<file path="src/rtl/rv_pkg.sv">
package rv_pkg;

    // ##################################################################
    // widths and sizes
    // ##################################################################

    localparam int XLEN       = 32;
    localparam int REG_IDX_W  = 5;
    localparam int REG_COUNT  = 32;
    localparam int MEM_WORDS  = 256;
    localparam int MEM_ADDR_W = 8;    // ram index taken from address bits 9 to 2.

    typedef logic [XLEN-1:0]      word_t;
    typedef logic [REG_IDX_W-1:0] reg_idx_t;
    typedef logic [2:0]           funct3_t;

    // ##################################################################
    // load and store access codes
    // ##################################################################

    // these follow the rv32i load/store funct3 field.
    localparam funct3_t F3_B  = 3'b000;
    localparam funct3_t F3_H  = 3'b001;
    localparam funct3_t F3_W  = 3'b010;
    localparam funct3_t F3_BU = 3'b100;
    localparam funct3_t F3_HU = 3'b101;

    // ##################################################################
    // operation kinds and result source
    // ##################################################################

    typedef enum logic [3:0]
    {
        ADD,
        SUB,
        AND,
        OR,
        XOR,
        SLT,
        ADDI,
        LOAD,
        STORE
    } op_kind_t;

    typedef enum logic
    {
        RES_ALU,
        RES_MEMORY
    } res_src_t;

endpackage

</file>
<file path="src/rtl/rv_stage_if.sv">
`timescale 1ns/1ps

interface rv_stage_if;

    logic             valid;
    rv_pkg::op_kind_t kind;
    rv_pkg::funct3_t  funct3;
    rv_pkg::reg_idx_t rd;
    logic             reg_write;
    rv_pkg::res_src_t res_src;
    rv_pkg::word_t    result;      // rs1 value out of issue, alu result or address later.
    rv_pkg::word_t    operand;     // second alu input.
    rv_pkg::word_t    store_data;

    modport src
    (
        output valid, kind, funct3, rd, reg_write, res_src, result, operand, store_data
    );

    modport dst
    (
        input  valid, kind, funct3, rd, reg_write, res_src, result, operand, store_data
    );

endinterface

</file>
<file path="src/rtl/rv_write.sv">
`timescale 1ns/1ps

module rv_write
(
    input  logic              i_clk,
    input  logic              i_rst_n,
    rv_stage_if.dst           in,
    input  rv_pkg::word_t     i_data,
    output logic              o_wr_en,
    output rv_pkg::reg_idx_t  o_wr_rd,
    output rv_pkg::word_t     o_wr_data
);

    logic              valid;
    rv_pkg::funct3_t   funct3;
    rv_pkg::reg_idx_t  rd;
    logic              reg_write;
    rv_pkg::res_src_t  res_src;
    rv_pkg::word_t     alu_result;
    logic [7:0]        load_byte;
    logic [15:0]       load_half;
    rv_pkg::word_t     load_word;

    always_ff @(posedge i_clk or negedge i_rst_n)
    begin
        if (!i_rst_n)
            valid <= 1'b0;
        else
            valid <= in.valid;
    end

    always_ff @(posedge i_clk)
    begin
        funct3     <= in.funct3;
        rd         <= in.rd;
        reg_write  <= in.reg_write;
        res_src    <= in.res_src;
        alu_result <= in.result;
    end

    // ##################################################################
    // load lane select and extension
    // ##################################################################

    always_comb
    begin
        case (alu_result[1:0])
            2'b00:   load_byte = i_data[7:0];
            2'b01:   load_byte = i_data[15:8];
            2'b10:   load_byte = i_data[23:16];
            default: load_byte = i_data[31:24];
        endcase
        load_half = alu_result[1] ? i_data[31:16] : i_data[15:0];
    end

    always_comb
    begin
        case (funct3)
            rv_pkg::F3_B:  load_word = {{24{load_byte[7]}}, load_byte};
            rv_pkg::F3_H:  load_word = {{16{load_half[15]}}, load_half};
            rv_pkg::F3_W:  load_word = i_data;
            rv_pkg::F3_BU: load_word = {24'b0, load_byte};
            rv_pkg::F3_HU: load_word = {16'b0, load_half};
            default:       load_word = '0;
        endcase
    end

    assign o_wr_data = (res_src == rv_pkg::RES_MEMORY) ? load_word : alu_result;
    assign o_wr_rd   = rd;
    assign o_wr_en   = valid && reg_write;

endmodule

</file>
<file path="src/flat_wrapper.sv">
// flat-port wrapper written by rule: the top's interface ports become plain ports
module rv_write_flat 
  (i_clk, i_rst_n, i_data, o_wr_en, o_wr_rd, o_wr_data, in_valid, in_kind, in_funct3, in_rd, in_reg_write, in_res_src, in_result, in_operand, in_store_data);
  rv_stage_if in_i ();
  input  logic i_clk;
  input  logic i_rst_n;
  input  rv_pkg::word_t i_data;
  output logic o_wr_en;
  output rv_pkg::reg_idx_t o_wr_rd;
  output rv_pkg::word_t o_wr_data;
  input wire logic [$bits(in_i.valid)-1:0] in_valid;
  input wire logic [$bits(in_i.kind)-1:0] in_kind;
  input wire logic [$bits(in_i.funct3)-1:0] in_funct3;
  input wire logic [$bits(in_i.rd)-1:0] in_rd;
  input wire logic [$bits(in_i.reg_write)-1:0] in_reg_write;
  input wire logic [$bits(in_i.res_src)-1:0] in_res_src;
  input wire logic [$bits(in_i.result)-1:0] in_result;
  input wire logic [$bits(in_i.operand)-1:0] in_operand;
  input wire logic [$bits(in_i.store_data)-1:0] in_store_data;
  assign in_i.valid = in_valid;
  assign in_i.kind = in_kind;
  assign in_i.funct3 = in_funct3;
  assign in_i.rd = in_rd;
  assign in_i.reg_write = in_reg_write;
  assign in_i.res_src = in_res_src;
  assign in_i.result = in_result;
  assign in_i.operand = in_operand;
  assign in_i.store_data = in_store_data;
  rv_write u_core (.i_clk(i_clk), .i_rst_n(i_rst_n), .in(in_i), .i_data(i_data), .o_wr_en(o_wr_en), .o_wr_rd(o_wr_rd), .o_wr_data(o_wr_data));
endmodule
</file>
<file path="config.mk">
export PLATFORM = sky130hd
export DESIGN_NAME = rv_write_flat
export DESIGN_NICKNAME = d
export VERILOG_FILES = /design/src/rtl/rv_pkg.sv /design/src/rtl/rv_stage_if.sv /design/src/rtl/rv_write.sv /design/src/flat_wrapper.sv
export SDC_FILE = /design/constraint.sdc
export NUM_CORES = 1
export LEC_CHECK = 0
export BUFFER_PORTS_ARGS = -buffer_cell sky130_fd_sc_hd__buf_2
export CAP_MARGIN = 20
export CORE_MARGIN = 1.5
export CORE_UTILIZATION = 42
export CTS_BUF_LIST = sky130_fd_sc_hd__clkbuf_2
export DETAILED_ROUTE_END_ITERATION = 7
export PLACE_DENSITY = 0.88
export SYNTH_ARGS = -nofsm -noshare
export SYNTH_HDL_FRONTEND = slang
export SYNTH_SLANG_ARGS = --single-unit
export TNS_END_PERCENT = 100
</file>
<file path="constraint.sdc">
create_clock -name i_clk -period 3.2 [get_ports i_clk]
set_input_delay 0.32 -clock i_clk [delete_from_list [all_inputs] [get_ports i_clk]]
set_output_delay 0.32 -clock i_clk [all_outputs]
set_load 0.005 [all_outputs]
</file>
Word-level counts from Yosys, hierarchy flattened --
Index checks and enable logic that the tools add are counted.
Storage, ports and cells: bits in registers 43, output and inout bits 38
Cells by class: equal/unequal tests 6, muxes and demuxes 4, reduce and logical (&&, ||, !) cells 3
Operators with widths (count):
- one-hot mux 32 bit (5 select lines) | 1
- two-way mux 32 bit | 1
- one-hot mux 8 bit (3 select lines) | 1
- two-way mux 16 bit | 1
- == test 3 bit, second input constant | 2
- == test 3 x 1 -> 1 bit, second input constant | 1
- == test 3 x 2 -> 1 bit, second input constant | 1
- logical NOT 3 bit | 1
- == test 2 x 1 -> 1 bit, second input constant | 1
- == test 2 bit, second input constant | 1
- logical NOT 2 bit | 1
- logical AND 1 bit | 1

Depth between registers and ports, before layout --
Gate-level depths: netlist (run 1).
depth in word-level cells 4, gate-level depth with buffers 6, mapped depth without buffers 4

Worst setup path after synthesis (run 1) --
No wires, ideal clock.
path type register to output, from register u_core.alu_result[1], to output o_wr_data[21], data arrival time 1.288 ns, data required time 2.880 ns, path slack 1.592 ns, cell stages (with the launch flop) 6, buffers on the path 2, path through dfxtp_1 buf_6 mux4_2 nand3b_4 buf_6 nand3_1
On the way: word-level cells in the longest chain between the ends 4, elaborated cells on any way between the ends 7, those cells by class eq/ne: 2; mux: 4; reduce/logical: 1
Ends and longest elaborated chain:
- start: declaration | line rv_write.sv:19 | rv_pkg::word_t alu_result;
- start signal: assignment | line rv_write.sv:38 | alu_result <= in.result;
- == test 2 bit (tied with other cells) | line rv_write.sv:47 | case (alu_result[1:0])
- one-hot mux 8 bit (3 select lines) | line rv_write.sv:47
- one-hot mux 32 bit (5 select lines) * | line rv_write.sv:58 | case (funct3)
- two-way mux 32 bit * | line rv_write.sv:68 | assign o_wr_data = (res_src == rv_pkg::RES_MEMORY) ? load_word : alu_result;
- end: declaration | line flat_wrapper.sv:10 | output rv_pkg::word_t o_wr_data;
Mark *: on every way between the ends. The rest lies on a longest branch, timed or not.

Worst setup path after layout (run 1) --
from register u_core.funct3[0], to output o_wr_data[8]
On the way: word-level cells in the longest chain between the ends 3, elaborated cells on any way between the ends 7, those cells by class eq/ne: 4; mux: 2; reduce/logical: 1
Ends and longest elaborated chain:
- start: declaration | line rv_write.sv:15 | rv_pkg::funct3_t funct3;
- start signal: assignment | line rv_write.sv:34 | funct3 <= in.funct3;
- == test 3 bit (tied with other cells) | line rv_write.sv:58
- one-hot mux 32 bit (5 select lines) * | line rv_write.sv:58
- two-way mux 32 bit * | line rv_write.sv:68
Marks and branches as above.

==> results of run 1 <==
## final timing paths
check | startpoint | cells past startpoint | end
worst max-delay path | u_core.funct3[0]$_DFF_P_ | 6 | o_wr_data[8]
worst min-delay path | i_rst_n | 2 | u_core.valid$_DFF_PN0_
max in group asynchronous | i_rst_n | 2 | u_core.valid$_DFF_PN0_
min in group i_clk | in_result[16] | 2 | u_core.alu_result[16]$_DFF_P_
## power breakdown
part | internal (mW) | switching, mW | total (mW)
logic | 0.152 | 0.115 | 0.268
clock network | 0.133 | 0.175 | 0.308
registers | 0.565 | 0.0143 | 0.580
total | 0.850 | 0.305 | 1.15
## layer usage
layer,global-route usage [%],vias to the layer above
met2,40.77,94
met4,8.176,0
li1,-,1073
met3,8.149,8
met5,0,-
met1,30.53,996
## per-stage QoR
| stage | instances | total power, mW | setup WS [ns] | hold slack, ns |
|---|---|---|---|---|
| global placement | 373 | 0.8069 | 1.210 | 0.09588 |
| global route | 425 | 1.220 | 0.4959 | 0.1316 |
| floorplan | 220 | 0.7054 | 1.592 | 0.02441 |
| finish | 425 | 1.155 | 0.6909 | 0.1934 |
| detailed placement | 373 | 0.8126 | 1.161 | 0.09667 |
| CTS | 424 | 1.163 | 0.6895 | 0.0003377 |
## what timing repair did
| item | 4_1_cts | 5_1_grt |
|---|---|---|
| hold buffers | 43 | 1 |
| hold endpoints to repair | 43 | 1 |
| buffers inserted | 0 | 0 |
## logic make-up (layout without fill, tap and decap cells)
family / count (synthesis) / after routing / share of synthesized area, %
compound gates: 35 / 35 / 11.31
simple gates: 84 / 84 / 21.53
buf+inv: 34 / 185 / 7.584
flops: 43 / 43 / 42.32
mux: 24 / 24 / 17.25
## flip-flops by register name (all words and copies together), names as in the netlist
signal,cells
u_core.alu_result,32
u_core.funct3,3
u_core.o_wr_rd,5
u_core.reg_write,1
u_core.res_src,1
u_core.valid,1
## cell usage after synthesis (all sizes together), types with 3 or more instances
cell type  count
dfxtp         42
nand2b        17
mux4           9
nor2b          3
buf           10
nand2          8
a21oi         17
mux2i         15
and2           3
o221ai        15
inv           16
clkbuf         8
o21ai          3
nand3         33
nor2          18
## area by class of cell
class / instances / area share, %
clock buffer: 5 / 0.8022
clock inverter: 3 / 1.364
inverter: 16 / 1.925
multi-input combinational: 143 / 32.85
sequential: 43 / 27.76
tap: 54 / 2.166
timing repair buffer: 161 / 33.13
==> reports/metrics.csv, run 1 <==
stage,metric,value,unit
status,run status,"finished, final reports clean",
critical_path,cell type of the slowest stage on the worst timing path,and2_1,
logic_synthesis,fraction of synthesized cell area taken by the top area cell type,41.10,%
logic_synthesis,mean instance size in the synthesized netlist,9.299,um^2
critical_path,worst path arrival time,2.19,ns
die,chip height,72.79,um
routing,number of DRC violations after detailed routing,0,
cts,clock tree from TritonCTS,done,
routing,met1 wire length,2.626,mm
timing,total count of hold-check failures in the final report,0,
timing,Final Slew Violations,0,
critical_path,path type of the worst setup path,flip-flop to output pin,
layout,signed area change from the synthesized netlist to the final layout,52.48,%
logic_synthesis,"flops & latches, synth",43,
routing,number of iterations in the first detailed-routing pass,4,
layout,fraction of final layout cells sized beyond drive strength 1,36.66,%
routing,via count,2171,
critical_path,Worst path top cell family by delay,simple AND/OR/NAND/NOR gates,
die,Initial Util,43.60,%
timing,Max transition margin,56.09,%
global_route,total congestion overflow after global routing,0,
logic_synthesis,portion of the post-synthesis area used by sequential elements,42.32,%
logic_synthesis,post-synthesis cell count,220,
cts,CTS Sinks,43,
critical_path,critical path cell sequence,nor2_1 > and2_1 > buf_4 > a21oi_1 > o221ai_1 > buf_2,
critical_path,startpoint class of the critical path,flip-flop,
logic_synthesis,"Distinct cells, synth",21,
die,# rows,25,
timing,setup repair after global routing missed its margin,no,
critical_path,CP Capture Type,output pin,
cts,root buf cell,clkbuf_2,
pwr,power density over cell area,370.3,mW/mm^2
layout,flip-flop and latch area,865.8,um^2
logic_synthesis,fraction of registers with async set or reset after synthesis,2.326,%
routing,routed length on met2,3.047,mm
layout,number of antenna diodes,0,
logic_synthesis,Synth area leader,dfxtp_1,
logic_synthesis,largest cells by area after synthesis,"dfxtp_1 41%, mux4_2 9.9%, nand3_1 7.8%",
die,Die Span X,72.79,um
logic_synthesis,nets in the synthesized netlist,365,
placed_design,Buffers on Ports,114,
hold_path,Hold Path Class,primary input to async pin,
placed_design,final weighted congestion in routability-driven placement,0.8608,
logic_synthesis,Netlist Area Pre-Place,0.002046,mm^2
critical_path,Worst EP required,2.88,ns
layout,net count reported at finish,515,
routing,antenna-violating nets left,0,
global_route,antenna violations before repair,0,
layout,design area,0.003119,mm^2
cts,maximum count of clock buffers along a single path,2,
placed_design,half-perimeter wire length after detailed placement,4.180,mm
critical_path,maximum fanout count along the critical path,20,
cts,number of gates given a new drive strength after cts,0,
layout,"most common cell after layout, fill and taps aside",buf_2,
logic_synthesis,"EDFF count, synth",0,
cts,number of levels the H-tree was split into,2,
layout,number of fillers in the final layout,382,
layout,final core utilization,66.48,%
logic_synthesis,Synth warnings,0,
pwr,Max IR drop VDD,0.2420,mV
routing,final wirelength,6.266,mm
critical_path,max incr delay on CP,0.43,ns
logic_synthesis,most instantiated flip-flop cell in the synthesis netlist,dfxtp_1,
global_route,first-pass GRT wire length,9.887,mm
placed_design,Post-Place Cell Area,0.002611,mm^2
layout,area used by multi-input combinational logic,0.001025,mm^2
global_route,via count of the first global-routing pass,2129,
layout,"leading cell types in the layout, fill and taps excluded","114 x buf_2, 44 x dlygate4sd3_1, 42 x dfxtp_1, 32 x nand3_1, 18 x nor2_1",
timing,achievable frequency,0.3986,GHz
global_route,maximum number of pins on one net before global-route repair,50,
timing,minimum period implied by the final worst setup slack,2.509,ns
routing,Wirelength per Cell,14.74,um
routing,top routing layer in use,met4,
critical_path,worst path buffer plus inverter count,2,
cts,Inserted Clock Buffers,5,
die,I/O pins,183,
die,Die ar.,0.005298,mm^2
pwr,Leakage Power,1.554,nW
routing,routed vias/inst,5.108,
cts,clock-pin transition on the worst setup and hold timing paths,0.21,ns
routing,violation count after the first detailed-routing iteration,130,
timing,number of endpoints failing setup at the final stage,0,
die,core outline area,0.004692,mm^2
timing,fraction of the cycle the final worst path needs,78.41,%
routing,total length of routed met3 wires,531,um
timing,transition at the pin with the smallest max-transition slack,0.6587,ns
timing,TNS Setup,0,ns
flow_run,# Max-Cap Violations,0,
global_route,Overall Global Routing Usage,24.74,%
(Power assumes the default switching activity.)
==> run 2, diff against run 1 <==
ABC_AREA = 1   (was not set)
PLACE_DENSITY = 0.82   (was 0.88)
clock period = 2.6 ns   (was 3.2 ns; I/O delays follow)
==> run 2 against run 1 <==
Die area grew 19%; clock-buffer cell count is the same; sequential share of layout area is 3.2 points lower; clock power about the same; critical path depth is 3 higher; wire length rose by 29%; sequential cell count stayed put; non-clock buffer count grew 2; worst setup slack got worse by 0.47 ns; total power increased by 23%; hold slack got worse by 0.089 ns; largest power group unchanged.
==> reports/metrics.csv, run 2 <==
stage,metric,value,unit,change
die,# rows,27,,+8.0%
pwr,Leakage Power,2.169,nW,+40%
logic_synthesis,area share of xor/xnor cells in the synthesized design,0,%,unchanged
logic_synthesis,most frequent cell after synthesis,nand2_1,,
timing,number of endpoints failing setup at the final stage,0,,unchanged
layout,"leading cell types in the layout, fill and taps excluded","211 x nand2_1, 114 x buf_2, 44 x nor2_1, 44 x dlygate4sd3_1, 40 x dfxtp_1",,
pwr,power density over cell area,401.2,mW/mm^2,+8.4%
layout,"most common cell after layout, fill and taps aside",nand2_1,,
logic_synthesis,"flops & latches, synth",43,,unchanged
placed_design,final weighted congestion in routability-driven placement,0.8857,,+2.9%
logic_synthesis,Netlist Area Pre-Place,0.002457,mm^2,+20%
logic_synthesis,most instantiated flip-flop cell in the synthesis netlist,dfxtp_1,,
cts,root buf cell,clkbuf_2,,
cts,maximum count of clock buffers along a single path,2,,unchanged
logic_synthesis,"Distinct cells, synth",21,,unchanged
layout,register with the most flip-flops,u_core.alu_result,,
die,core outline area,0.005574,mm^2,+19%
timing,TNS Setup,0,ns,unchanged
critical_path,max incr delay on CP,0.41,ns,-0.02 ns
logic_synthesis,Synth warnings,0,,unchanged
routing,violation count after the first detailed-routing iteration,212,,+63%
layout,net count reported at finish,715,,+39%
logic_synthesis,largest cells by area after synthesis,"dfxtp_1 34%, nand2_1 32%, nand3_1 7.9%",,
timing,Final Slew Violations,0,,unchanged
global_route,antenna violations before repair,0,,unchanged
critical_path,path type of the worst setup path,flip-flop to output pin,,
routing,Wirelength per Cell,12.53,um,-15%
global_route,maximum number of pins on one net before global-route repair,33,,-34%
routing,final wirelength,8.059,mm,+29%
cts,number of post-CTS setup repair buffers,0,,unchanged
placed_design,Worst Setup Slack post-DPL,0.5689,ns,-0.5917 ns
cts,number of levels the H-tree was split into,2,,unchanged
global_route,Overall Global Routing Usage,26.85,%,+2.1 points
die,Die Span X,79.49,um,+9.2%
critical_path,startpoint class of the critical path,flip-flop,,
logic_synthesis,fraction of registers with async set or reset after synthesis,2.326,%,unchanged
critical_path,critical path cell sequence,inv_2 > nand2_1 > nand2_2 > nand2_1 > nand3_4 > nand2_1 > nand2_1 > nand2_1 > buf_2,,
layout,number of antenna diodes,0,,unchanged
routing,routed vias/inst,4.673,,-8.5%
status,run status,"finished, final reports clean",,
cts,clock tree from TritonCTS,done,,
global_route,via count of the first global-routing pass,2988,,+40%
logic_synthesis,portion of the post-synthesis area used by sequential elements,35.23,%,-7.1 points
logic_synthesis,post-synthesis cell count,420,,+91%
timing,setup repair after global routing missed its margin,no,,
hold_path,Hold Path Class,primary input to async pin,,
cts,clock-pin transition on the worst setup and hold timing paths,0.24,ns,+0.03 ns
logic_synthesis,Commonest cells post-synth,"211 x nand2_1, 44 x nor2_1, 42 x dfxtp_1",,
timing,fraction of the cycle the final worst path needs,91.61,%,
logic_synthesis,simple logic cell fraction of the synthesized area,51.83,%,+30 points
critical_path,Worst EP required,2.34,ns,-0.54 ns
critical_path,most frequent CP cell,nand2_1,,
pwr,Max IR drop VDD,0.3700,mV,+53%
timing,achievable frequency,0.4198,GHz,
logic_synthesis,nets in the synthesized netlist,565,,+55%
logic_synthesis,mux contribution to synthesized area,0,%,-17 points
layout,signed area change from the synthesized netlist to the final layout,43.74,%,
timing,minimum period implied by the final worst setup slack,2.382,ns,
timing,transition at the pin with the smallest max-transition slack,0.4621,ns,-0.1966 ns
timing,Max transition margin,69.16,%,+13 points
timing,total count of hold-check failures in the final report,0,,unchanged
die,chip height,79.49,um,+9.2%
logic_synthesis,Synth Area in Compound Gates,0.6110,%,-11 points
global_route,total congestion overflow after global routing,0,,unchanged
cts,CTS Sinks,43,,unchanged
flow_run,# Max-Cap Violations,0,,unchanged
global_route,first-pass GRT wire length,13.32,mm,+35%
layout,number of fillers in the final layout,482,,+26%
die,Initial Util,44.09,%,+0.49 points
logic_synthesis,synthesized-area fraction occupied by adder cells,0,%,unchanged
logic_synthesis,fraction of synthesized cell area taken by the top area cell type,34.22,%,-6.9 points
timing,worst setup slack after layout,0.2181,ns,-0.4728 ns
critical_path,maximum fanout count along the critical path,24,,+20%
logic_synthesis,"EDFF count, synth",0,,unchanged
placed_design,Buffers on Ports,114,,unchanged
layout,design area,0.003532,mm^2,+13%
logic_synthesis,mean instance size in the synthesized netlist,5.851,um^2,-37%
critical_path,worst path arrival time,2.12,ns,-0.07 ns
critical_path,CP Capture Type,output pin,,
logic_synthesis,Synth area leader,dfxtp_1,,
routing,antenna-violating nets left,0,,unchanged
timing,minimum hold slack,0.1041,ns,-0.08928 ns
routing,via count,3005,,+38%
placed_design,Post-Place Cell Area,0.003033,mm^2,+16%
layout,final core utilization,63.37,%,-3.1 points
cts,Inserted Clock Buffers,5,,unchanged
layout,fraction of final layout cells sized beyond drive strength 1,25.57,%,-11 points
routing,number of iterations in the first detailed-routing pass,5,,+1
die,Die ar.,0.006319,mm^2,+19%
critical_path,cell type of the slowest stage on the worst timing path,dfxtp_2,,
logic_synthesis,largest family of logic cells by synthesized area,simple AND/OR/NAND/NOR gates,,
placed_design,half-perimeter wire length after detailed placement,5.377,mm,+29%
routing,number of DRC violations after detailed routing,0,,unchanged
layout,max FFs per register,32,,unchanged
die,I/O pins,183,,unchanged
## run 2: cell count changes in the layout (fill, tap and decap cells not counted), sizes merged, moves of 17 or more
cell	change
nand2b	-17
nand2	+206
nor2	+31
a21oi	-17
inv	+31
## run 2: routing by layer
metal / vias to the layer above / routed length [um] / track usage [%] / part of all wire, %
li1: 1545 / - / - / -
met1: 1283 / 3352 / 31.79 / 42
met2: 160 / 3620 / 44.92 / 45
met3: 17 / 920 / 9.829 / 11
met4: 0 / 165 / 8.421 / 2.0
met5: - / 0 / 0 / 0
## run 2: final cells by class
cell class	instances	area [um^2]	share of cell area, %
Timing Repair Buffer	163	1052	29.79
Tap cell	72	90.09	2.550
Sequential cell	43	868.3	24.58
Multi-Input combinational cell	309	1296	36.70
Inverter	48	180.2	5.101
Clock buffer	5	25.02	0.7085
Clock inverter	3	20.02	0.5668
## run 2: path summary, 6_finish.rpt
kind	cells past startpoint	from	endpoint	slack, ns
max	9	u_core.alu_result[1]$_DFF_P_	o_wr_data[19]	0.22
min	2	i_rst_n	u_core.valid$_DFF_PN0_	0.10
max in group asynchronous	2	i_rst_n	u_core.valid$_DFF_PN0_	2.42
min in group i_clk	2	in_result[5]	u_core.alu_result[5]$_DFF_P_	0.45
## run 2: cell families after synthesis
kind of cell | count (synthesis)
simple gates | 306
buf+inv | 68
flops | 43
compound gates | 3
## run 2: where the power goes
group          internal (mW)  switching (mW)  total, mW  leakage, nW
combinational          0.186           0.212      0.398         1.78
sequential             0.697          0.0178      0.715        0.366
clock                 0.0648           0.240      0.305       0.0266
total                  0.948           0.469       1.42         2.17
## run 2: per-stage QoR
step | cells | total power [mW]
after global routing | 643 | 1.506
after floorplan | 420 | 0.9162
final | 643 | 1.417
after detailed placement | 591 | 1.060
after global placement | 591 | 1.052
after CTS | 643 | 1.408
## run 2: what timing repair did
action | CTS | global route
hold endpoints to repair | 44 | 0
resized for setup | 0 | 4
hold buffers | 44 | 0
setup endpoints to repair | 0 | 24
## run 2: worst max-delay path, delay by kind of cell (launching register included)
family / cells / cell delay (ns)
and+or+nand+nor: 7 / 0.90
DFF: 1 / 0.41
buffers and inverters: 2 / 0.39
